--- src/design/rob_pkg.sv ---
package rob_pkg;

    localparam int xlen      = 32;
    localparam int rob_depth = 16;
    localparam int tag_w     = 4;
    localparam int reg_w     = 5;

    typedef enum logic [2:0] {
        op_add,
        op_sub,
        op_and,
        op_xor,
        op_mul,
        op_beq,
        op_bne
    } op_e;

    // micro-op as sent by the front end, operands already read
    typedef struct packed {
        op_e              op;
        logic [reg_w-1:0] rd;
        logic [xlen-1:0]  src_a;
        logic [xlen-1:0]  src_b;
        logic [xlen-1:0]  pc;
        logic [xlen-1:0]  target;
        logic             pred_taken;
    } uop_t;

    typedef struct packed {
        uop_t             uop;
        logic [tag_w-1:0] tag;
    } exec_t;

    typedef struct packed {
        logic [tag_w-1:0] tag;
        logic [xlen-1:0]  data;
        logic             taken;
    } cpl_t;

    typedef struct packed {
        logic [reg_w-1:0] rd;
        logic [xlen-1:0]  data;
    } commit_t;

    // one reorder-buffer slot
    typedef struct packed {
        logic             done;
        logic [reg_w-1:0] rd;
        logic [xlen-1:0]  data;
        logic             is_branch;
        logic             pred_taken;
        logic             taken;
        logic [xlen-1:0]  pc;
        logic [xlen-1:0]  target;
    } rob_entry_t;

endpackage
--- src/design/arch_regfile.sv ---
module arch_regfile (
    input  logic                      clk,
    input  logic                      reset,
    input  logic                      commit_valid,
    input  rob_pkg::commit_t          commit,
    input  logic [rob_pkg::reg_w-1:0] rd_addr,
    output logic [rob_pkg::xlen-1:0]  rd_data
);
    import rob_pkg::*;

    logic [xlen-1:0] regs [2**reg_w];

    // x0 is never written, so it reads back zero
    always_ff @(posedge clk) begin
        if (reset) begin
            for (int i = 0; i < 2**reg_w; i++) begin
                regs[i] <= '0;
            end
        end else if (commit_valid && (commit.rd != '0)) begin
            regs[commit.rd] <= commit.data;
        end
    end

    assign rd_data = regs[rd_addr];

endmodule

--- config.mk ---
export PLATFORM = sky130hd
export DESIGN_NAME = arch_regfile
export DESIGN_NICKNAME = d
export VERILOG_FILES = /design/src/design/rob_pkg.sv /design/src/design/arch_regfile.sv
export SDC_FILE = /design/constraint.sdc
export NUM_CORES = 1
export LEC_CHECK = 0
export BUFFER_PORTS_ARGS = -buffer_cell sky130_fd_sc_hd__buf_4
export CAP_MARGIN = 25
export CORE_MARGIN = 2
export CORE_UTILIZATION = 55
export DETAILED_ROUTE_END_ITERATION = 8
export MAX_ROUTING_LAYER = met4
export PLACE_DENSITY = 0.82
export SETUP_SLACK_MARGIN = 0.5
export SLEW_MARGIN = 20
export SYNTH_ARGS = -nofsm -noshare
export SYNTH_HDL_FRONTEND = slang
export SYNTH_SLANG_ARGS = --single-unit
--- constraint.sdc ---
create_clock -name clk -period 4.4 [get_ports clk]
set_input_delay 0.88 -clock clk [delete_from_list [all_inputs] [get_ports clk]]
set_output_delay 0.88 -clock clk [all_outputs]
set_load 0.01 [all_outputs]
==> Word-level counts from Yosys, hierarchy flattened <==
Memory sizes are Yosys's and may differ from the RTL's.
Index checks and enable logic that the tools add are counted.
{ "op_classes": {"muxes": 8, "n_reduce_logical": 3} }
{ "op_table": {"columns": ["op", "count"], "rows": [
  ["$mux 32", 1],
  ["$reduce_or 32->1", 1],
  ["$mux 1", 6],
  ["$mux 5", 1],
  ["$reduce_bool 5->1", 1],
  ["$logic_and 1x1->1", 1]
]} }
{ "totals": {"regBits": 0, "ram_bits": 1024, "inputBits": 45, "out_inout_bits": 32, "mem_count": 1} }
{ "memory_table": {"columns": ["name", "words", "word_bits", "rd", "rd_clocked_by_memory_dff", "write_ports", "line", "text"], "rows": [
  ["regs", 32, 32, 1, 0, 32, "arch_regfile.sv:11", "logic [xlen-1:0] regs [2**reg_w];"]
]} }

==> Logic depth before layout (Yosys ltp) <==
{ "logic_depth": {"word_depth": 7, "mapped_depth": 8} }

==> Least setup slack after synthesis <==
OpenSTA, ideal clock, no wires.
{ "synth_timing": {"path_kind": "input to output", "from": "input port rd_addr[1] (netlist bit)", "to": "output port rd_data[11] (netlist bit)", "t_arrival_ns": 2.062, "path_slack_ns": 1.458, "cell_stages": 8, "cell_sequence": "buf_2 -> buf_6 -> buf_4 -> buf_2 -> mux2i_1 -> nand2_1 -> a31oi_1 -> nand3_1"} }
{ "synth_between": {"elab_chain_cells": 1} }
{ "synth_lines": {"columns": ["element", "line", "text"], "rows": [
  ["start, declared", "arch_regfile.sv:6", "input logic [rob_pkg::reg_w-1:0] rd_addr,"],
  ["$mem_v2 32x32", null, null],
  ["end, declared", "arch_regfile.sv:7", "output logic [rob_pkg::xlen-1:0] rd_data"]
]} }
Every way passes these cells.

==> Final worst setup path <==
{ "layout_timing": {"from": "input port rd_addr[1] (netlist bit)", "to": "output port rd_data[0] (netlist bit)"} }
Same word-level chain as after synthesis.

==> impl_metrics.toml <==
[placement]
dpl.cell_count = 4492
place_congestion = 0.912
post-place-ws_ps = 431
dp_hpwl_um = 71300
placed_cell_area_sq_mm = 0.0489
portBuffers = 76

[clock_tree]
clk_pin_slew_ps = 60
postCtsHoldBufs = 0
cts_setup_buffers = 0
cts_tree = "yes"
cts_buffer_depth = 3
clock_sinks = 1024
cts-root-buf = "clkbuf_16"
htreeDepth = 3
cts_buffers = 97

[routing]
drt_wl_total_um = 124000
drc = 0
drt-pass1-iter-count = 5
wl_per_cell_um = 26.5
first_iter_violations = 3856
via_count = 28900
final_antenna_net_count = 0
vias_per_cell = 6.16

[pwr]
p_comb_share_pct = 8.0
swShare_pct = 23.1
ir_worst_vdd_uv = 387
seqPwrFrac_pct = 53.2
power.switching_mw = 4.96
total_leakage_power_nw = 19.7
power_density_mw_per_mm2 = 411
clkPwrFrac_pct = 38.8
p_int_mw = 16.5

[min_path]
holdPathEnd = "regs[0][22]"
hold_path_depth = 1
holdCritStartpoint = "reset"
worstHoldPathType = "primary input to flip-flop"

[sta]
setup_ws_ps = 551
fmax_mhz = 260
setup-tns-final_ps = 0
rsz0062_at_grt = "true"
setup_viol_count_final = 0
maxSlewViolCount = 0
relSlewSlack_pct = 25.4
max_slew.worst_pin.slew_ps = 1120
final.min_clock_period_ps = 3850
finalHoldViolCount = 0
finalCritPeriodShare_pct = 87.5

[logic_synthesis]
synth_largest_area_cell = "edfxtp_1"
ys_ff_latch = 1024
synthFlopType = "edfxtp_1"
ys_async_sr_fraction_pct = 0
ys.warnings.count = 0
yosys-top-cells-count = "edfxtp_1, and2_1, mux2i_1, clkbuf_1, nand2_1"
synth_cells = 3447
synth_edf_count = 1024
synth_cell_types = 30
ys_seq_area_share_pct = 65.3
synth.top_cells.by_area = "edfxtp_1, and2_1, mux2i_1, clkbuf_1, a22oi_1"
synth_area_sq_mm = 0.0471
yosysMostFrequentCell = "edfxtp_1"
netlist.area_leader.share_pct = 65.3
syn_area_per_cell_sq_um = 13.7

[grt]
grt_pass1_wl_um = 182000
antenna_found_initial = 15
grt_max_degree = 66
grt_overflow = 0
grt_usage_pct = 29.1
grt_pass1_vias = 29000

[die]
die_area_sq_mm = 0.0880
core_area_sq_mm = 0.0850
io_pins = 77
start_util_pct = 55.4
die_w_um = 297
num_rows = 107
die_y_um = 297

[layout]
top_regs = "regs x1024"
largest_reg_flops = 1024
syn_to_final_growth_pct = 10.9
drive_gt1_share_pct = 11.6
fill_cells = 6093
fin_cells = 4684
post-route-cell-area_sq_mm = 0.0522
final_nets = 3501
post-route-util_pct = 61.4
regMostFlops = "regs"

[run_status]
status = "completed"

[setup_path]
crit_arrival_ps = 2970
crit_required_ps = 3520
start_kind = "primary input"
crit_fanout = 65
criticalPathCategory = "primary input to output pin"
cp-end-kind = "output pin"

[flow_run]
maxCapViolCount = 0
==> critical path, cell delays in order <==
cell and delay, ps:
buf_8 260, buf_12 260, buf_12 380, mux2i_1 250, a22oi_1 100, a31oi_1 300, nand3_1 160, buf_4 180
==> worst max path at each step <==
stage / endpoint / cells after the start / startpoint
global placement: rd_data[10] / 9 / rd_addr[1]
floorplan: rd_data[11] / 8 / rd_addr[1]
detailed placement: rd_data[10] / 9 / rd_addr[1]
finish: rd_data[0] / 8 / rd_addr[1]
CTS: rd_data[4] / 8 / rd_addr[1]
global route: rd_data[10] / 9 / rd_addr[1]
==> metal layers <==
| metal | vias to the layer above | part of all wire [%] | global-route usage, % |
|---|---|---|---|
| li1 | 12300 | - | - |
| met1 | 14400 | 37 | 37.7 |
| met2 | 1838 | 47 | 44.5 |
| met3 | 301 | 12 | 7.11 |
| met4 | 0 | 3.8 | 11.5 |
| met5 | - | 0 | - |
==> power by group through the flow <==
stage	sequential [mW]	combinational [mW]	clock [mW]
6_report	11.4	1.72	8.32
5_1_grt	11.4	1.80	8.70
4_1_cts	11.4	1.66	8.35
3_5_place_dp	11.6	1.65	0
3_3_place_gp	11.6	1.62	0
2_1_floorplan	11.6	0.992	0
==> cells in the final DEF, fill, tap and decap left out, types with 11 or more instances in the layout <==
master | Yosys | routed
a22o_1 | 64 | 64
or2_2 | 32 | 30
clkinv_1 | 0 | 24
clkbuf_1 | 201 | 15
buf_4 | 49 | 171
nor3_1 | 32 | 32
and2_1 | 993 | 992
nand3_1 | 97 | 96
edfxtp_1 | 1024 | 1024
nor2_4 | 10 | 11
conb_1 | 1 | 32
nor2_2 | 6 | 21
clkbuf_16 | 0 | 98
nand2_1 | 98 | 98
buf_12 | 0 | 20
a31oi_1 | 32 | 31
clkinv_2 | 0 | 15
a21oi_1 | 96 | 96
a22oi_1 | 96 | 96
mux2i_1 | 512 | 512
==> cell type report <==
type | instances | area (sq um) | area share, %
diodes | 9 | 22.5 | 0.0431
multi-input cells | 2134 | 15100 | 28.8
clock buffers | 113 | 2510 | 4.80
flip-flops and latches | 1024 | 30700 | 58.9
well taps | 1144 | 1430 | 2.74
clock inverters | 61 | 583 | 1.12
repair buffers | 199 | 1880 | 3.59
==> through the flow <==
stage | hold slack [ps] | total power, mW
after floorplan | 1080 | 12.5
after global placement | 1370 | 13.2
after detailed placement | 1370 | 13.3
after CTS | 682 | 21.4
after global routing | 695 | 21.9
final | 705 | 21.5
==> logic make-up (layout without fill, tap and decap cells) <==
| family | Yosys count | count (layout) | share of synthesized area [%] |
|---|---|---|---|
| simple gates | 1302 | 1302 | 16.5 |
| flops | 1024 | 1024 | 65.3 |
| mux | 512 | 512 | 10.9 |
| buf+inv | 320 | 373 | 3.13 |
| compound gates | 288 | 288 | 4.17 |
| other cells | 1 | 41 | 0.00796 |
==> what timing repair did <==
item | CTS | global route
pin swaps | 0 | 0
setup endpoints to repair | 1 | 2
resized for setup | 1 | 2
(Power assumes the default switching activity.)
