$ cat src/design/rob_pkg.sv
package rob_pkg;

    localparam int xlen      = 32;
    localparam int rob_depth = 16;
    localparam int tag_w     = 4;
    localparam int reg_w     = 5;

    typedef enum logic [2:0] {
        op_add,
        op_sub,
        op_and,
        op_xor,
        op_mul,
        op_beq,
        op_bne
    } op_e;

    // micro-op as sent by the front end, operands already read
    typedef struct packed {
        op_e              op;
        logic [reg_w-1:0] rd;
        logic [xlen-1:0]  src_a;
        logic [xlen-1:0]  src_b;
        logic [xlen-1:0]  pc;
        logic [xlen-1:0]  target;
        logic             pred_taken;
    } uop_t;

    typedef struct packed {
        uop_t             uop;
        logic [tag_w-1:0] tag;
    } exec_t;

    typedef struct packed {
        logic [tag_w-1:0] tag;
        logic [xlen-1:0]  data;
        logic             taken;
    } cpl_t;

    typedef struct packed {
        logic [reg_w-1:0] rd;
        logic [xlen-1:0]  data;
    } commit_t;

    // one reorder-buffer slot
    typedef struct packed {
        logic             done;
        logic [reg_w-1:0] rd;
        logic [xlen-1:0]  data;
        logic             is_branch;
        logic             pred_taken;
        logic             taken;
        logic [xlen-1:0]  pc;
        logic [xlen-1:0]  target;
    } rob_entry_t;

endpackage
$ cat src/design/alloc_stage.sv
module alloc_stage (
    input  logic                      clk,
    input  logic                      reset,
    input  logic                      flush,
    input  logic                      issue_valid,
    input  rob_pkg::uop_t             issue_uop,
    input  logic                      full,
    input  logic [rob_pkg::tag_w-1:0] alloc_tag,
    output logic                      alloc_valid,
    output rob_pkg::uop_t             alloc_uop,
    output logic                      alu_valid,
    output rob_pkg::exec_t            alu_req,
    output logic                      mul_valid,
    output rob_pkg::exec_t            mul_req
);
    import rob_pkg::*;

    logic  accept;
    logic  is_mul;
    exec_t req;

    // issue is dropped while full or while the pipe is being flushed
    assign accept = issue_valid && !full && !flush;
    assign is_mul = (issue_uop.op == op_mul);
    assign req    = '{uop: issue_uop, tag: alloc_tag};

    always_ff @(posedge clk) begin
        if (reset) begin
            alloc_valid <= 1'b0;
            alu_valid   <= 1'b0;
            mul_valid   <= 1'b0;
        end else begin
            alloc_valid <= accept;
            alu_valid   <= accept && !is_mul;
            mul_valid   <= accept && is_mul;
        end
    end

    always_ff @(posedge clk) begin
        if (accept) begin
            alloc_uop <= issue_uop;
            if (is_mul) begin
                mul_req <= req;
            end else begin
                alu_req <= req;
            end
        end
    end

endmodule

$ cat config.mk
export PLATFORM = sky130hd
export DESIGN_NAME = alloc_stage
export DESIGN_NICKNAME = d
export VERILOG_FILES = /design/src/design/rob_pkg.sv /design/src/design/alloc_stage.sv
export SDC_FILE = /design/constraint.sdc
export NUM_CORES = 1
export LEC_CHECK = 0
export BUFFER_PORTS_ARGS = -buffer_cell sky130_fd_sc_hd__buf_2
export CORE_AREA = 2 2 218 220
export DETAILED_ROUTE_END_ITERATION = 6
export DIE_AREA = 0 0 220 222
export PLACE_DENSITY = 0.57
export SLEW_MARGIN = 20
export SYNTH_ARGS = -nofsm -noshare
export SYNTH_HDL_FRONTEND = slang
export SYNTH_SLANG_ARGS = --single-unit
$ cat constraint.sdc
create_clock -name clk -period 12.6 [get_ports clk]
set_input_delay 0.63 -clock clk [delete_from_list [all_inputs] [get_ports clk]]
set_output_delay 0.63 -clock clk [all_outputs]
set_load 0.02 [all_outputs]
; Word level (Yosys, flattened, before mapping)
; Cells that the tools add are included.
[totals]
regBits = 422
in_bits = 146
output_inout_bits = 422
wordCells = 37
[op_classes]
n_eq_ne = 1
bitwise = 1
n_reduce_logical = 9
[op_table]
columns = op, count
row1 = $logic_and 1x1->1, 4
row2 = $reduce_and 2->1, 2
row3 = $eq 3x3->1 const B, 1
row4 = $logic_not 1->1, 3
row5 = $not 1->1, 1

; Longest topological paths before layout
[depth]
ltp_word = 4
ltp_mapped = 3
depth_no_buf = 2

; Worst setup path before layout
; No wires, ideal clock.
[synth_timing]
kind = input to register
startpoint = in full
endpoint = reg mul_req[0] in the netlist's numbering, enable pin
setup_ns = 0.643
arrival_time_ns = 6.987
t_required_ns = 11.957
setup_slack_ns = 4.969
cell_stages = 3
n_path_buf = 1
path_cell_list = or3b_1 buf_6 nor2_1
[synth_via]
elab_chain_cells = 4
[synth_lines]
columns = element, line
row1 = "start, declared", alloc_stage.sv:7  ; input logic full,
row2 = $logic_not 1->1, alloc_stage.sv:23  ; assign accept = issue_valid && !full && !flush;
row3 = $logic_and 1x1->1 (2 in series), alloc_stage.sv:23
row4 = $reduce_and 2->1 (no line), n/a
row5 = "end signal, assigned", alloc_stage.sv:43  ; mul_req <= req;
row6 = "end, declared", alloc_stage.sv:14  ; output rob_pkg::exec_t mul_req
; No other way between the ends.
; A chain may end at the register's enable or synchronous reset.

; Worst setup path after layout
[layout_timing]
startpoint = in flush
endpoint = reg alu_req[110] in the netlist's numbering, enable pin
[layout_via]
elab_chain_cells = 3
[layout_lines]
columns = element, line
row1 = "start, declared", alloc_stage.sv:4  ; input logic flush,
row2 = $logic_not 1->1, alloc_stage.sv:23
row3 = $logic_and 1x1->1, alloc_stage.sv:23
row4 = $reduce_and 2->1 (no line), n/a
row5 = "end signal, assigned", alloc_stage.sv:45  ; alu_req <= req;
row6 = "end, declared", alloc_stage.sv:12  ; output rob_pkg::exec_t alu_req,
; No other way between the ends.

==> results.sh <==
export IMPL_core_area_um2=46300
export IMPL_grt_pass1_vias=6689
export IMPL_holdBufCountCts=0
export IMPL_synth_cell_types=9
export IMPL_crit_path_max_incr_delay_ps=840
export IMPL_drive_above_1_share_pct=59.0
export IMPL_final_cells=1682
export IMPL_syn_inst=432
export IMPL_cts_root_buf="clkbuf_16"
export IMPL_internal_power_mw=2.31
export IMPL_leakagePower_nw=6.74
export IMPL_fp_dieH_um=222
export IMPL_diodes=0
export IMPL_vdd_ir_drop_worst_v=0.000112
export IMPL_yosysTopAreaCellShare_pct=99.0
export IMPL_final_common_cell="buf_2"
export IMPL_grt_max_degree=78
export IMPL_fin_crit_ps=2870
export IMPL_ctsResizeCount=0
export IMPL_path_max_fanout=60
export IMPL_p_sw_mw=0.612
export IMPL_yosys_warnings=0
export IMPL_syn_avg_cell_area_um2=29.4
export IMPL_io_buffer_count=567
export IMPL_syn_cell_area_um2=12700
export IMPL_max_freq_mhz=349
export IMPL_timing_final_crit_share_pct=22.7
export IMPL_synth_top_area_cell="edfxtp_1"
export IMPL_sequentialPowerShare_pct=55.1
export IMPL_hpwl_mm=22.2
export IMPL_avgViaCountPerCell=3.97
export IMPL_cts_sinks=422
export IMPL_boundaryPins=568
export IMPL_max_cap_violations=0
export IMPL_globalplace_congestion=0.804
export IMPL_dr_pass1_iters=4
export IMPL_ant_nets=0
export IMPL_ys_ff_latch=422
export IMPL_cp_start_kind="input pin"
export IMPL_highest_layer="met5"
export IMPL_p_sw_share_pct=20.9
export IMPL_arrival_ps=3030
export IMPL_fp_dieArea_um2=48800
export IMPL_core_rowCount=79
export IMPL_cts_buffers=42
export IMPL_slew_headroom_pct=33.0
export IMPL_grt_overflow=0
export IMPL_wl_met2_mm=15.6
export IMPL_tightest_slew_ps=1000
export IMPL_final_nets=1193
export IMPL_seq_area_frac_synth_pct=99.4
export IMPL_hold_viol_final=0
export IMPL_wl_mm=30.9
export IMPL_syn_nets=578
export IMPL_power_frac_comb_pct=5.6
export IMPL_power_mw=2.92
export IMPL_wl_met3_mm=3.13
export IMPL_wl_per_cell_um=18.4
export IMPL_hold_class="input pin to register"
export IMPL_start_util_pct=27.5
export IMPL_route_detailed_drc=0
export IMPL_seqCellArea_um2=12600
export IMPL_antenna_found_initial=4
export IMPL_wl_met1_mm=11.3
export IMPL_syn_to_final_growth_pct=38.6
export IMPL_vias=6680
export IMPL_cts_tree="done"
export IMPL_rsz0062_at_grt="false"
export IMPL_final_cell_mix="buf_2 (567), edfxtp_1 (419), clkbuf_16 (43), clkbuf_1 (11), clkinv_2 (7)"
export IMPL_slowest_stage="nor2_4"
export IMPL_setup_viol=0
export IMPL_grt_pass1_wl_mm=42.3
export IMPL_outcome="complete, no violations"
export IMPL_synth_area_leaders="edfxtp_1 (99%), dfxtp_1 (0.47%), nor3_2 (0.16%)"
export IMPL_crit_chain="buf_2 > or3b_1 > nor2_4 > buf_4"
export IMPL_h_tree_depth=2
export IMPL_cp_data_required_time_ps=12760
export IMPL_dp_cells=1610
export IMPL_die_x_um=220
export IMPL_track_usage_pct=11.8
export IMPL_cellPowerDensity_nw_per_um2=166
export IMPL_crit_type="input pin to register"
export IMPL_tns_ps=0
export IMPL_multi_input_area_um2=71.3
export IMPL_postCtsSetupBuffers=0
export IMPL_fillCellCount=4246
export IMPL_cp_end_kind="register"
export IMPL_clkPwrFrac_pct=39.3
export IMPL_drv_slew=0
export IMPL_clockBufferDepth=3
export IMPL_drtIter0Drc=392
export IMPL_cts_clk_slew_worst_paths_ps=60
-- cell type report --
| type | instances | share of cell area [%] |
|---|---|---|
| multi-input cells | 8 | 0.405 |
| flip-flops and latches | 422 | 71.7 |
| well taps | 607 | 4.31 |
| clock inverters | 18 | 0.831 |
| clock buffers | 54 | 6.34 |
| inverters | 1 | 0.0497 |
| repair buffers | 572 | 16.3 |
-- registers in the layout (all words and copies together) (netlist names) --
name and cells:
mul_valid 1, alloc_valid 1, alloc_uop 137, alu_valid 1, alu_req 141, mul_req 141
-- layer usage --
layer,track usage [%],up-vias
li1,-,3010
met1,12.9,3255
met2,20.3,348
met3,5.21,59
met4,4.16,8
met5,0,-
-- power groups by stage --
stage | registers, mW | clock network (mW) | logic, mW
global route | 1.61 | 1.24 | 0.175
floorplan | 1.71 | 0 | 0.0113
CTS | 1.61 | 1.18 | 0.168
finish | 1.61 | 1.15 | 0.165
global placement | 1.64 | 0 | 0.166
detailed placement | 1.64 | 0 | 0.167
-- cell usage after synthesis (all sizes together) --
cell and number:
buf 1, nor2 3, dfxtp 3, inv 1, nor3b 1, edfxtp 419, nor3 2, or3b 2
-- logic make-up (layout without fill, tap and decap cells) --
logic type	Yosys count	after routing	synth area share, %
and+or+nand+nor	8	8	0.443
buffers and inverters	2	645	0.118
DFF	422	422	99.4
-- worst paths after layout --
path,startpoint,end,slack [ps],cells after the start
worst max-delay path,flush,alu_req[110],9730,4
worst min-delay path,issue_uop[130],alloc_uop[130],280,1
-- worst max-delay path, delay by kind of cell --
| kind | cells | cell delay (ps) |
|---|---|---|
| buffers and inverters | 2 | 890 |
| and+or+nand+nor | 2 | 1400 |
-- through the flow --
step | instance area (µm²) | util, % | setup WS (ps) | hold WS, ps
final | 17600 | 38.1 | 9730 | 284
after CTS | 17600 | 38.1 | 9750 | 239
after global routing | 17600 | 38.1 | 9590 | 247
after floorplan | 12700 | - | 4970 | 699
after detailed placement | 16400 | 35.4 | 9160 | 834
after global placement | 16400 | 35.4 | 9180 | 823
(Power assumes the default switching activity.)
