**src/design/rob_pkg.sv**
```systemverilog
package rob_pkg;

    localparam int xlen      = 32;
    localparam int rob_depth = 16;
    localparam int tag_w     = 4;
    localparam int reg_w     = 5;

    typedef enum logic [2:0] {
        op_add,
        op_sub,
        op_and,
        op_xor,
        op_mul,
        op_beq,
        op_bne
    } op_e;

    // micro-op as sent by the front end, operands already read
    typedef struct packed {
        op_e              op;
        logic [reg_w-1:0] rd;
        logic [xlen-1:0]  src_a;
        logic [xlen-1:0]  src_b;
        logic [xlen-1:0]  pc;
        logic [xlen-1:0]  target;
        logic             pred_taken;
    } uop_t;

    typedef struct packed {
        uop_t             uop;
        logic [tag_w-1:0] tag;
    } exec_t;

    typedef struct packed {
        logic [tag_w-1:0] tag;
        logic [xlen-1:0]  data;
        logic             taken;
    } cpl_t;

    typedef struct packed {
        logic [reg_w-1:0] rd;
        logic [xlen-1:0]  data;
    } commit_t;

    // one reorder-buffer slot
    typedef struct packed {
        logic             done;
        logic [reg_w-1:0] rd;
        logic [xlen-1:0]  data;
        logic             is_branch;
        logic             pred_taken;
        logic             taken;
        logic [xlen-1:0]  pc;
        logic [xlen-1:0]  target;
    } rob_entry_t;

endpackage
```
**src/design/mul_unit.sv**
```systemverilog
module mul_unit (
    input  logic           clk,
    input  logic           reset,
    input  logic           flush,
    input  logic           mul_valid,
    input  rob_pkg::exec_t mul_req,
    output logic           mul_cpl_valid,
    output rob_pkg::cpl_t  mul_cpl
);
    import rob_pkg::*;

    // stage 1 operands
    logic             s1_valid;
    logic [tag_w-1:0] s1_tag;
    logic [xlen-1:0]  s1_a;
    logic [xlen-1:0]  s1_b;

    // stage 2 partial products
    logic             s2_valid;
    logic [tag_w-1:0] s2_tag;
    logic [xlen-1:0]  s2_lo;
    logic [15:0]      s2_hi;

    logic [xlen-1:0]  prod_lo;
    logic [15:0]      prod_hi;

    // only the low 16 bits of the upper product land in the low word
    assign prod_lo = s1_a * s1_b[15:0];
    assign prod_hi = s1_a[15:0] * s1_b[31:16];

    always_ff @(posedge clk) begin
        if (reset) begin
            s1_valid      <= 1'b0;
            s2_valid      <= 1'b0;
            mul_cpl_valid <= 1'b0;
        end else begin
            s1_valid      <= mul_valid && !flush;
            s2_valid      <= s1_valid && !flush;
            mul_cpl_valid <= s2_valid && !flush;
        end
    end

    always_ff @(posedge clk) begin
        s1_tag        <= mul_req.tag;
        s1_a          <= mul_req.uop.src_a;
        s1_b          <= mul_req.uop.src_b;
        s2_tag        <= s1_tag;
        s2_lo         <= prod_lo;
        s2_hi         <= prod_hi;
        mul_cpl.tag   <= s2_tag;
        mul_cpl.data  <= s2_lo + {s2_hi, 16'b0};
        mul_cpl.taken <= 1'b0;
    end

endmodule

```
**config.mk**
```make
export PLATFORM = sky130hd
export DESIGN_NAME = mul_unit
export DESIGN_NICKNAME = d
export VERILOG_FILES = /design/src/design/rob_pkg.sv /design/src/design/mul_unit.sv
export SDC_FILE = /design/constraint.sdc
export NUM_CORES = 1
export LEC_CHECK = 0
export ABC_AREA = 1
export BUFFER_PORTS_ARGS = -buffer_cell sky130_fd_sc_hd__buf_2
export CAP_MARGIN = 10
export CORE_MARGIN = 4
export CORE_UTILIZATION = 45
export CTS_CLUSTER_DIAMETER = 60
export DETAILED_ROUTE_END_ITERATION = 10
export PLACE_DENSITY = 0.62
export SYNTH_ARGS = -nofsm -noshare
export SYNTH_HDL_FRONTEND = slang
export SYNTH_SLANG_ARGS = --single-unit
```
**constraint.sdc**
```tcl
create_clock -name clk -period 11.7 [get_ports clk]
set_clock_uncertainty 0.2 [all_clocks]
set_input_delay 3.51 -clock clk [delete_from_list [all_inputs] [get_ports clk]]
set_output_delay 3.51 -clock clk [all_outputs]
set_load 0.01 [all_outputs]
```
; Word-level counts from Yosys, hierarchy flattened
; Index checks and enable logic that the tools add are counted.
[classes]
n_mul = 2
reduce_logical = 4
add_sub_neg = 1
[op_table]
columns = cell, n
row1 = $add A32 B32 Y32, 1
row2 = $mul A32 B16 Y32, 1
row3 = $mul A16 B16 Y16, 1
row4 = $logic_and A1 B1 Y1, 3
row5 = $logic_not A1 Y1, 1
[totals]
wordCells = 18
register_bits = 159
output_inout_bits = 38

; Depth between registers and ports, before layout
[logic_depth]
word_depth = 2
depth_mapped = 31

; Least setup slack after synthesis
; Ideal clock, no wire load.
[synth_path]
path_type = reg2reg
start = reg s1_b[3]
end = reg s2_lo[31]
slack_ps = 6071
path_stages_with_launch = 24
t_required_ps = 11387
synth_period_minus_slack_ps = 5629
setup_time_ps = 113
arrival_ps = 5316
n_path_buf = 2
path_cell_list = dfxtp_1 -> clkbuf_1 -> buf_1 -> nand2_1 -> fa_1 -> inv_1 -> fa_1 -> inv_1 -> fa_1 -> fa_1 -> inv_1 -> fa_1 -> inv_1 -> fa_1 -> inv_1 -> ha_1 -> nand2_1 -> nor3_1 -> nand2_1 -> or2_2 -> nand3_1 -> inv_1 -> nand3_1 -> nand2_1
[synth_between]
elab_chain_cells = 1
[synth_lines]
columns = element, line
row1 = start: declaration, mul_unit.sv:16  ; logic [xlen-1:0] s1_b;
row2 = start signal: assignment, mul_unit.sv:46  ; s1_b <= mul_req.uop.src_b;
row3 = $mul A32 B16 Y32, mul_unit.sv:28  ; assign prod_lo = s1_a * s1_b[15:0];
row4 = via prod_lo[31], mul_unit.sv:24  ; logic [xlen-1:0] prod_lo;
row5 = end signal: assignment, mul_unit.sv:48  ; s2_lo <= prod_lo;
row6 = end: declaration, mul_unit.sv:21  ; logic [xlen-1:0] s2_lo;
; The timed path passes the listed nets, and every way through them passes these cells.
; A chain may end at the register's enable or synchronous reset.

; Final worst setup path
[layout_path]
start = reg s1_b[10]
end = reg s2_lo[31]
; Same word-level chain as after synthesis.

==> reports/qor.yml <==
track_usage: 0.216
rsz0062_at_grt: "false"
htreeDepth: 4
clkTransAtPathRegs_ns: 0.08
die_y_um: 221
path_class: "reg2reg"
cts_sinks: 159
clkLatencyLatePin_ns: 0.50
hold_viol_final: 0
gp_congestion: 0.878
period_needed_ns: 6.42
drive_above_1_share: 0.0670
hold_path_class: "reg2reg"
cp.arrival_ns: 6.61
numPortBuffers: 108
avgSynthCellArea_sq_um: 7.95
crit_path_frequent_cell: "fa_1"
antenna_found_initial: 0
cts_buffers: 17
drt_iter0_markers: 941
vias: 15800
critPathLaunchType: "flip-flop"
ant_nets: 0
fill_cells: 4336
cp.required_ns: 11.88
cts_resized: 0
boundaryPins: 183
core_sq_mm: 0.0445
min-delay-start: "s2_lo[0]"
drc_errors: 0
tightest_slew_ns: 1.21
area_delta_synth_final_pct: 8.01
routed_wl_um: 51600
grt_overflow: 0
antenna_cells: 0
cap_viol_max_count: 0
async_flop_share: 0
post-cts-setup-buffers: 0
yosysSeqAreaShare: 0.156
outcome: "finished clean"
crit_chain: "nand2_1 -> fa_1 -> inv_1 -> fa_1 -> fa_1 -> fa_1 -> fa_1 -> inv_1 -> fa_1 -> inv_1 -> ha_1 -> a21oi_1 -> o21ai_0 -> a21oi_1 -> or2_2 -> nand3_1 -> nand3_1 -> nand2_1"
critPathTopFamily: "adder cells"
end_kind: "flip-flop"
die_x_um: 221
final_nets: 3271
startpoint: "s1_b[10]"
grt_pass1_wl_um: 84200
cts_root_buffer: "clkbuf_16"
cpPeakStageDelay_ns: 1.13
initial_core_util: 0.458
critical_path_buf_inv_count: 3
vias_per_cell: 4.90
setup-tns-final_ns: 0
drt-pass1-iter-count: 7
wl_per_cell_um: 16.0
ys_ff_latch: 159
drv_slew: 0
reg2reg_from: "s1_b[10]"
critPathSlowestCell: "dfxtp_1"
synth_fp_nets: 3226
finalCritPeriodShare: 0.549
tritoncts: "done"
synthCells: 2567
crit_path_max_fanout: 22
std_cell_rows: 77
clock_path_buffers: 2
ys_types: 42
yosys_warnings: 0
synth_flop_cell: "dfxtp_1"
grt_pass1_vias: 16900
max_freq_mhz: 156
relSlewSlack: 0.190
grt_max_degree: 34
hpwl_um: 39300
fin_cells: 3217
placedCellCount: 3185
die-area_sq_mm: 0.0488
finalSetupViolations: 0
syn_area_sq_mm: 0.0204
synth_edf_count: 0
cts_hold_buffers: 0
## worst reg2reg max path, cell delays in order, from the launching register on
cell	delay, ns
dfxtp_1	1.13
nand2_1	0.21
fa_1	0.58
inv_1	0.05
fa_1	0.56
fa_1	0.44
fa_1	0.47
fa_1	0.49
inv_1	0.05
fa_1	0.53
inv_1	0.06
ha_1	0.34
a21oi_1	0.30
o21ai_0	0.16
a21oi_1	0.19
or2_2	0.14
nand3_1	0.21
nand3_1	0.17
nand2_1	0.05
## placed cells by master (no fill, tap or decap), drive strengths merged, types with 21 or more instances in the layout
cell type / synthesis / routed
nand3: 68 / 68
a21oi: 61 / 61
fa: 385 / 385
xor2: 44 / 44
o21ai: 30 / 30
inv: 745 / 753
buf: 32 / 130
ha: 129 / 129
dfxtp: 159 / 159
nand2: 732 / 732
nor2: 33 / 33
xnor2: 21 / 21
## worst paths after layout
| kind | endpoint | slack, ns | cells past startpoint |
|---|---|---|---|
| hold reg to reg | mul_cpl[1] | 0.12 | 0 |
| hold / removal | mul_cpl[1] | 0.12 | 0 |
| setup / recovery | s2_lo[31] | 5.28 | 18 |
| setup reg to reg | s2_lo[31] | 5.28 | 18 |
## registers in the layout (all words and copies together), names as in the netlist
register / cells
s2_valid: 1
s2_tag: 4
mul_cpl: 36
s1_a: 32
s1_b: 32
s1_tag: 4
s2_lo: 32
mul_cpl_valid: 1
s1_valid: 1
s2_hi: 16
## cells by family after synthesis
kind of cell	Yosys count	synth area share
simple gates	864	0.169
other cells	1	0.000184
flops	159	0.156
xor+xnor	65	0.0279
compound gates	115	0.0318
fa+ha+maj	514	0.457
buf+inv	849	0.158
## stage by stage
stage          area [sq um]  hold slack (ns)  setup slack, ns   util
4_1_cts               22000            0.128             5.30  0.495
3_5_place_dp          21400            0.112             5.31  0.481
2_1_floorplan         20400            0.110             6.07      -
3_3_place_gp          21400            0.111             5.36  0.481
6_report              22000            0.120             5.28  0.495
5_1_grt               22000            0.129             5.02  0.495
## cells in the mapped netlist, drive strengths merged, types with 21 or more instances
master	n	area, sq um
o21ai	30	158
inv	745	2800
xnor2	21	184
nand2	732	2760
nor2	33	134
ha	129	1610
a21oi	61	305
buf	32	158
fa	385	7710
xor2	44	385
nand3	68	350
dfxtp	159	3180
clkbuf	72	273
## metal layers
layer | vias up | routed length [um] | track usage | part of all wire
li1 | 7361 | - | - | -
met1 | 7726 | 21500 | 0.277 | 0.42
met2 | 569 | 24700 | 0.362 | 0.48
met3 | 121 | 3790 | 0.0501 | 0.074
met4 | 0 | 1540 | 0.0779 | 0.030
met5 | - | 0 | 0 | 0
## cell type report
class / instances / area, sq um / share of cell area
Multi-Input combinational cell: 1559 / 14000 / 0.635
Sequential cell: 159 / 3180 / 0.144
Inverter: 745 / 2800 / 0.127
Tap cell: 592 / 741 / 0.0336
Timing Repair Buffer: 130 / 706 / 0.0320
Clock buffer: 18 / 429 / 0.0195
Clock inverter: 14 / 189 / 0.00857
Power is not shown: default switching activity piles up to over one toggle a cycle in this logic, so the estimate is an artifact.
