==> src/design/rob_pkg.sv <==
package rob_pkg;

    localparam int xlen      = 32;
    localparam int rob_depth = 16;
    localparam int tag_w     = 4;
    localparam int reg_w     = 5;

    typedef enum logic [2:0] {
        op_add,
        op_sub,
        op_and,
        op_xor,
        op_mul,
        op_beq,
        op_bne
    } op_e;

    // micro-op as sent by the front end, operands already read
    typedef struct packed {
        op_e              op;
        logic [reg_w-1:0] rd;
        logic [xlen-1:0]  src_a;
        logic [xlen-1:0]  src_b;
        logic [xlen-1:0]  pc;
        logic [xlen-1:0]  target;
        logic             pred_taken;
    } uop_t;

    typedef struct packed {
        uop_t             uop;
        logic [tag_w-1:0] tag;
    } exec_t;

    typedef struct packed {
        logic [tag_w-1:0] tag;
        logic [xlen-1:0]  data;
        logic             taken;
    } cpl_t;

    typedef struct packed {
        logic [reg_w-1:0] rd;
        logic [xlen-1:0]  data;
    } commit_t;

    // one reorder-buffer slot
    typedef struct packed {
        logic             done;
        logic [reg_w-1:0] rd;
        logic [xlen-1:0]  data;
        logic             is_branch;
        logic             pred_taken;
        logic             taken;
        logic [xlen-1:0]  pc;
        logic [xlen-1:0]  target;
    } rob_entry_t;

endpackage
==> src/design/reorder_buffer.sv <==
module reorder_buffer (
    input  logic                      clk,
    input  logic                      reset,
    input  logic                      alloc_valid,
    input  rob_pkg::uop_t             alloc_uop,
    output logic [rob_pkg::tag_w-1:0] alloc_tag,
    output logic                      full,
    input  logic                      alu_cpl_valid,
    input  rob_pkg::cpl_t             alu_cpl,
    input  logic                      mul_cpl_valid,
    input  rob_pkg::cpl_t             mul_cpl,
    output logic                      commit_valid,
    output rob_pkg::commit_t          commit,
    output logic                      flush,
    output logic [rob_pkg::xlen-1:0]  redirect_pc
);
    import rob_pkg::*;

    localparam logic [tag_w:0] depth_c = (tag_w + 1)'(rob_depth);

    rob_entry_t       entries [rob_depth];
    rob_entry_t       head_entry;
    rob_entry_t       new_entry;
    logic [tag_w-1:0] head;
    logic [tag_w-1:0] tail;
    logic [tag_w:0]   count;
    logic [tag_w:0]   occupancy;
    logic             is_branch;

    // an allocation still on its way in already owns the tail slot
    assign occupancy = count + {{tag_w{1'b0}}, alloc_valid};
    assign full      = (occupancy == depth_c);
    assign alloc_tag = tail + {{(tag_w - 1){1'b0}}, alloc_valid};

    assign head_entry   = entries[head];
    assign commit_valid = (count != '0) && head_entry.done;
    assign commit.rd    = head_entry.rd;
    assign commit.data  = head_entry.data;

    // mispredict on retire kills everything younger
    assign flush = commit_valid && head_entry.is_branch
                   && (head_entry.taken != head_entry.pred_taken);
    assign redirect_pc = head_entry.taken ? head_entry.target
                                          : head_entry.pc + 32'd4;

    assign is_branch = (alloc_uop.op == op_beq) || (alloc_uop.op == op_bne);

    always_comb begin
        new_entry            = '0;
        new_entry.rd         = is_branch ? '0 : alloc_uop.rd;
        new_entry.is_branch  = is_branch;
        new_entry.pred_taken = alloc_uop.pred_taken;
        new_entry.pc         = alloc_uop.pc;
        new_entry.target     = alloc_uop.target;
    end

    always_ff @(posedge clk) begin
        if (reset || flush) begin
            head  <= '0;
            tail  <= '0;
            count <= '0;
        end else begin
            if (alloc_valid) begin
                tail <= tail + 1'b1;
            end
            if (commit_valid) begin
                head <= head + 1'b1;
            end
            count <= occupancy - {{tag_w{1'b0}}, commit_valid};
        end
    end

    // both completion ports may land in the same cycle on different tags
    always_ff @(posedge clk) begin
        if (!flush) begin
            if (alloc_valid) begin
                entries[tail] <= new_entry;
            end
            if (alu_cpl_valid) begin
                entries[alu_cpl.tag].done  <= 1'b1;
                entries[alu_cpl.tag].data  <= alu_cpl.data;
                entries[alu_cpl.tag].taken <= alu_cpl.taken;
            end
            if (mul_cpl_valid) begin
                entries[mul_cpl.tag].done  <= 1'b1;
                entries[mul_cpl.tag].data  <= mul_cpl.data;
                entries[mul_cpl.tag].taken <= mul_cpl.taken;
            end
        end
    end

endmodule

==> config.mk <==
export PLATFORM = sky130hd
export DESIGN_NAME = reorder_buffer
export DESIGN_NICKNAME = d
export VERILOG_FILES = /design/src/design/rob_pkg.sv /design/src/design/reorder_buffer.sv
export SDC_FILE = /design/constraint.sdc
export NUM_CORES = 2
export LEC_CHECK = 0
export BUFFER_PORTS_ARGS = -buffer_cell sky130_fd_sc_hd__buf_2
export CORE_UTILIZATION = 30
export CTS_BUF_LIST = sky130_fd_sc_hd__clkbuf_4 sky130_fd_sc_hd__clkbuf_8
export DETAILED_ROUTE_END_ITERATION = 7
export SLEW_MARGIN = 20
export SYNTH_ARGS = -nofsm -noshare
export SYNTH_HDL_FRONTEND = slang
export SYNTH_SLANG_ARGS = --single-unit
export TNS_END_PERCENT = 5
==> constraint.sdc <==
create_clock -name clk -period 9.7 [get_ports clk]
set_input_delay 1.94 -clock clk [delete_from_list [all_inputs] [get_ports clk]]
set_output_delay 1.94 -clock clk [all_outputs]
set_load 0.01 [all_outputs]
# After elaboration in Yosys (flattened, before gate mapping)
# Memories as Yosys holds them, arrays and structs flattened. A register that Yosys moved wholly into a read port is not among the register bits.
# Cells that the tools add are included.
# word_totals
reg_bits	13
ramBits	1680
in_bits	216
out_inout_bits	76
elab_cells	33
memories	1
# op_classes
n_addsub	6
eq_ne	4
muxes	13
reduce_logical	6
# memory_table
memory	depth	word_bits	rd	rd_ports_with_merged_regs	write_ports	line	text
entries	16	105	1	1	3	reorder_buffer.sv:21	rob_entry_t entries [rob_depth];
# op_table
operator	n
$add 32x3->32 const B	1
$mux 32	1
$mux 1	9
$add 4x1->4 const B	2
$mux 4	2
$eq 3x3->1 const B	2
$add 5x1->5	1
$eq 5x5->1 const B	1
$mux 5	1
$reduce_bool 5->1	1
$sub 5x1->5	1
$add 4x1->4	1
$logic_and 1x1->1	3
$logic_or 1x1->1	2
$ne 1x1->1	1

# Depth between registers and ports, before layout
# logic_depth
depth_word	6
mapped_depth	15
mapped_depth_nobuf	10

# Worst setup path after synthesis
# OpenSTA, ideal clock, no wires.
# synth_timing
kind	in2reg
from	input port alloc_valid
to	memory entries[8][64] in the netlist's numbering, enable pin
setup_ns	0.389
arrival_time_ns	6.550
t_required_ns	9.311
path_slack_ns	2.761
path_stages	5
n_path_buf	2
cell_sequence	clkbuf_1 nand3b_1 clkbuf_1 nor2_1 a211o_1
# synth_rtl
element	line	text
from (decl)	reorder_buffer.sv:4	input logic alloc_valid,
to (decl)	reorder_buffer.sv:21	

==> flow_summary.ini <==
[status]
status = complete, no violations

[global_routing]
antenna_found_initial = 86
grt_max_degree = 123
grt_pass1_wl_mm = 322.4
grt_pass1_vias = 43852
overflow = 0
track_usage = 0.1794

[power_and_ir_drop]
p_leak_uw = 0.02470
power_density_mw_per_mm2 = 199.7
finalPower_uw = 16690
ir_drop_v = 0.0001433

[min_path]
holdCritStartpoint = entries[2][104]
min_to = entries[2][104]
holdPathStages = 2
hp-class = reg -> reg

[die]
die_x_um = 499.1
coreArea_mm2 = 0.2457
fp-row-count = 182
start_util = 0.3017
die_h_um = 499.1
ioPinCount = 292
dieArea_mm2 = 0.2491

[yosys]
async_flop_share = 0
synth.avg_cell_area_um2 = 16.86
synth_fp_nets = 4625
ys_types = 71
synth_edf_count = 1664
synthDominantCellAreaShare = 0.6741
yosys-top-cells-area = edfxtp_1, mux4_2, nand2_1
yosysTopAreaCell = edfxtp_1
netlist_instances = 4397
syn_area_mm2 = 0.07412
ys_ff_latch = 1697
yosysWarnings = 0
synthFlopType = edfxtp_1
ys_seq_area_frac = 0.6830

[critical_path]
crit_fanout = 51
timing.reg2reg.setup_slack_ns = 3.07
crit_type = reg -> out
worstRegToRegCells = 12
slowest_delay_ns = 0.96
r2r_end = entries[11][73]
cp_common_cell = mux2i_1
path_buf_inv = 3
arrival_ns = 6.20
crit_slowest_cell = dfxtp_4
worstSetupStartpointType = flop
crit_chain = buf_4, mux4_2, mux2i_1, mux2i_1, ha_1, inv_1, a41oi_2, nand4_2, nor4_1, xnor2_1, o21ai_1, buf_2
crit_family = simple AND/OR/NAND/NOR gates
cp.required_ns = 7.76
end_kind = output port

[timing]
finalMaxSlewViolations = 0
tns_ns = 0
fmax_mhz = 122.9
hold_viol = 0
fin_crit_sh = 0.8390
fin_skew_ns = 0.06572
tightestPinTransition_ns = 1.195
setup_viol_count_final = 0
relSlewSlack = 0.2035
period_minus_slack_ns = 8.138
setup_slack_ns = 1.562
rsz0062_at_grt = false

[detailed_routing]
highest_layer = met5
wl_per_cell_um = 28.55
dr_total_vias = 44434
wl_mm = 228.4
antenna_left = 0
wl_met3_mm = 26.40
viasPerCell = 5.554
drc = 0
first_pass_iters = 6
dr_wl_met2_mm = 105.1
drt-met1-wl_mm = 90.03
drtIter0Drc = 6000

[cells_and_area]
mostFrequentLayoutCells = edfxtp_1, nand2_1, mux4_2
area_growth_pct = 12.75
drive_gt1_frac = 0.2838
nNetsFinal = 4810
layout_commonest_cell = edfxtp_1
seqCellArea_mm2 = 0.05064
fin_cells = 8001
final_util = 0.3401
multi_input_area_mm2 = 0.02166
num-fill-cells = 23270

[clock_network]
path_clk_slew_ns = 0.07
cts_tree = yes
cts.repair.resized = 0
cts_setup_buffers = 0
cts-root-buf = clkbuf_8
cts_max_level = 5
clk_path_buf_depth = 4
clock_latency_ns = 1.01
clock_sinks = 1697
cts_buffers = 275
hold_buffers = 0

[flow_run]
drv_cap = 0

[place]
place_ws_ns = 2.492
io_buffers = 227
hpwl_mm = 120.2
gp_congestion = 0.7848
dp.cells = 7522
[cell families (layout without fill, tap and decap cells)]
| family | count (synthesis) | after routing | synth area share |
|---|---|---|---|
| flops | 1697 | 1697 | 0.6830 |
| simple gates | 1038 | 1038 | 0.06230 |
| compound gates | 653 | 653 | 0.06474 |
| mux | 519 | 519 | 0.1558 |
| buf+inv | 447 | 810 | 0.02843 |
| xor+xnor | 31 | 31 | 0.003663 |
| fa+ha+maj | 12 | 12 | 0.002026 |
| other cells | 0 | 21 | 0 |
[metrics by stage]
step	instance area [um^2]	hold WS, ns
after detailed placement	78410	0.4733
after global placement	78410	0.4649
after CTS	83460	0.4920
after global routing	83530	0.5128
final	83570	0.4978
after floorplan	74120	0.4497
[cell type report]
cell class	instances	share of cell area
Sequential cell	1697	0.6060
Clock buffer	368	0.05491
Antenna cell	21	0.0006288
Timing Repair Buffer	339	0.02469
Tap cell	3220	0.04821
Multi-Input combinational cell	2253	0.2592
Inverter	16	0.0008384
Clock inverter	87	0.005539
[worst reg2reg max path: stages, from the launching register on]
cell       delay [ns]
dfxtp_4          0.89
buf_4            0.71
mux4_2           0.63
mux4_2           0.51
o21a_1           0.26
o2111ai_4        0.12
buf_4            0.43
nand3b_1         0.46
buf_6            0.32
nor2_4           0.10
buf_4            0.64
a211o_2          0.69
buf_4            0.52
[how the worst max path moves through the flow]
stage / cells past startpoint / to / start
global placement: 12 / redirect_pc[20] / flop
detailed placement: 12 / redirect_pc[20] / flop
global route: 12 / redirect_pc[20] / flop
finish: 12 / redirect_pc[20] / flop
floorplan: 5 / entries[8][64] / alloc_valid
CTS: 12 / redirect_pc[20] / flop
[sequential cells by signal, summed over array words and instances (netlist names), named ones only]
| signal | cells |
|---|---|
| tail | 4 |
| entries | 1680 |
| head | 4 |
| count | 5 |
[cells in the mapped netlist, drive strengths merged (5+ instances only)]
cell type,count
and2,10
dfxtp,33
inv,16
and3,48
nand2b,9
nor2b,12
a211o,9
o2bb2ai,132
o21ai,220
nand2,634
mux4,505
nand3,222
clkbuf,210
xnor2,16
edfxtp,1664
or2,5
nor2,48
mux2i,10
xor2,15
ha,12
o211ai,14
buf,221
a31oi,6
a22oi,30
nand4,19
o31ai,208
a221o,6
[per-layer routing]
metal  vias up  global-route usage
li1      18097                   -
met1     22999              0.2395
met2      2680              0.2765
met3       584             0.05715
met4        74             0.05660
met5         -                   0
[power by group]
part,switching [uW],total (uW),internal (uW)
Clock,2840,5970,3130
Sequential,79.4,8320,8240
Combinational,1380,2390,1010
Total,4300,16700,12400
Note: power is estimated with default switching activity, not from simulation.
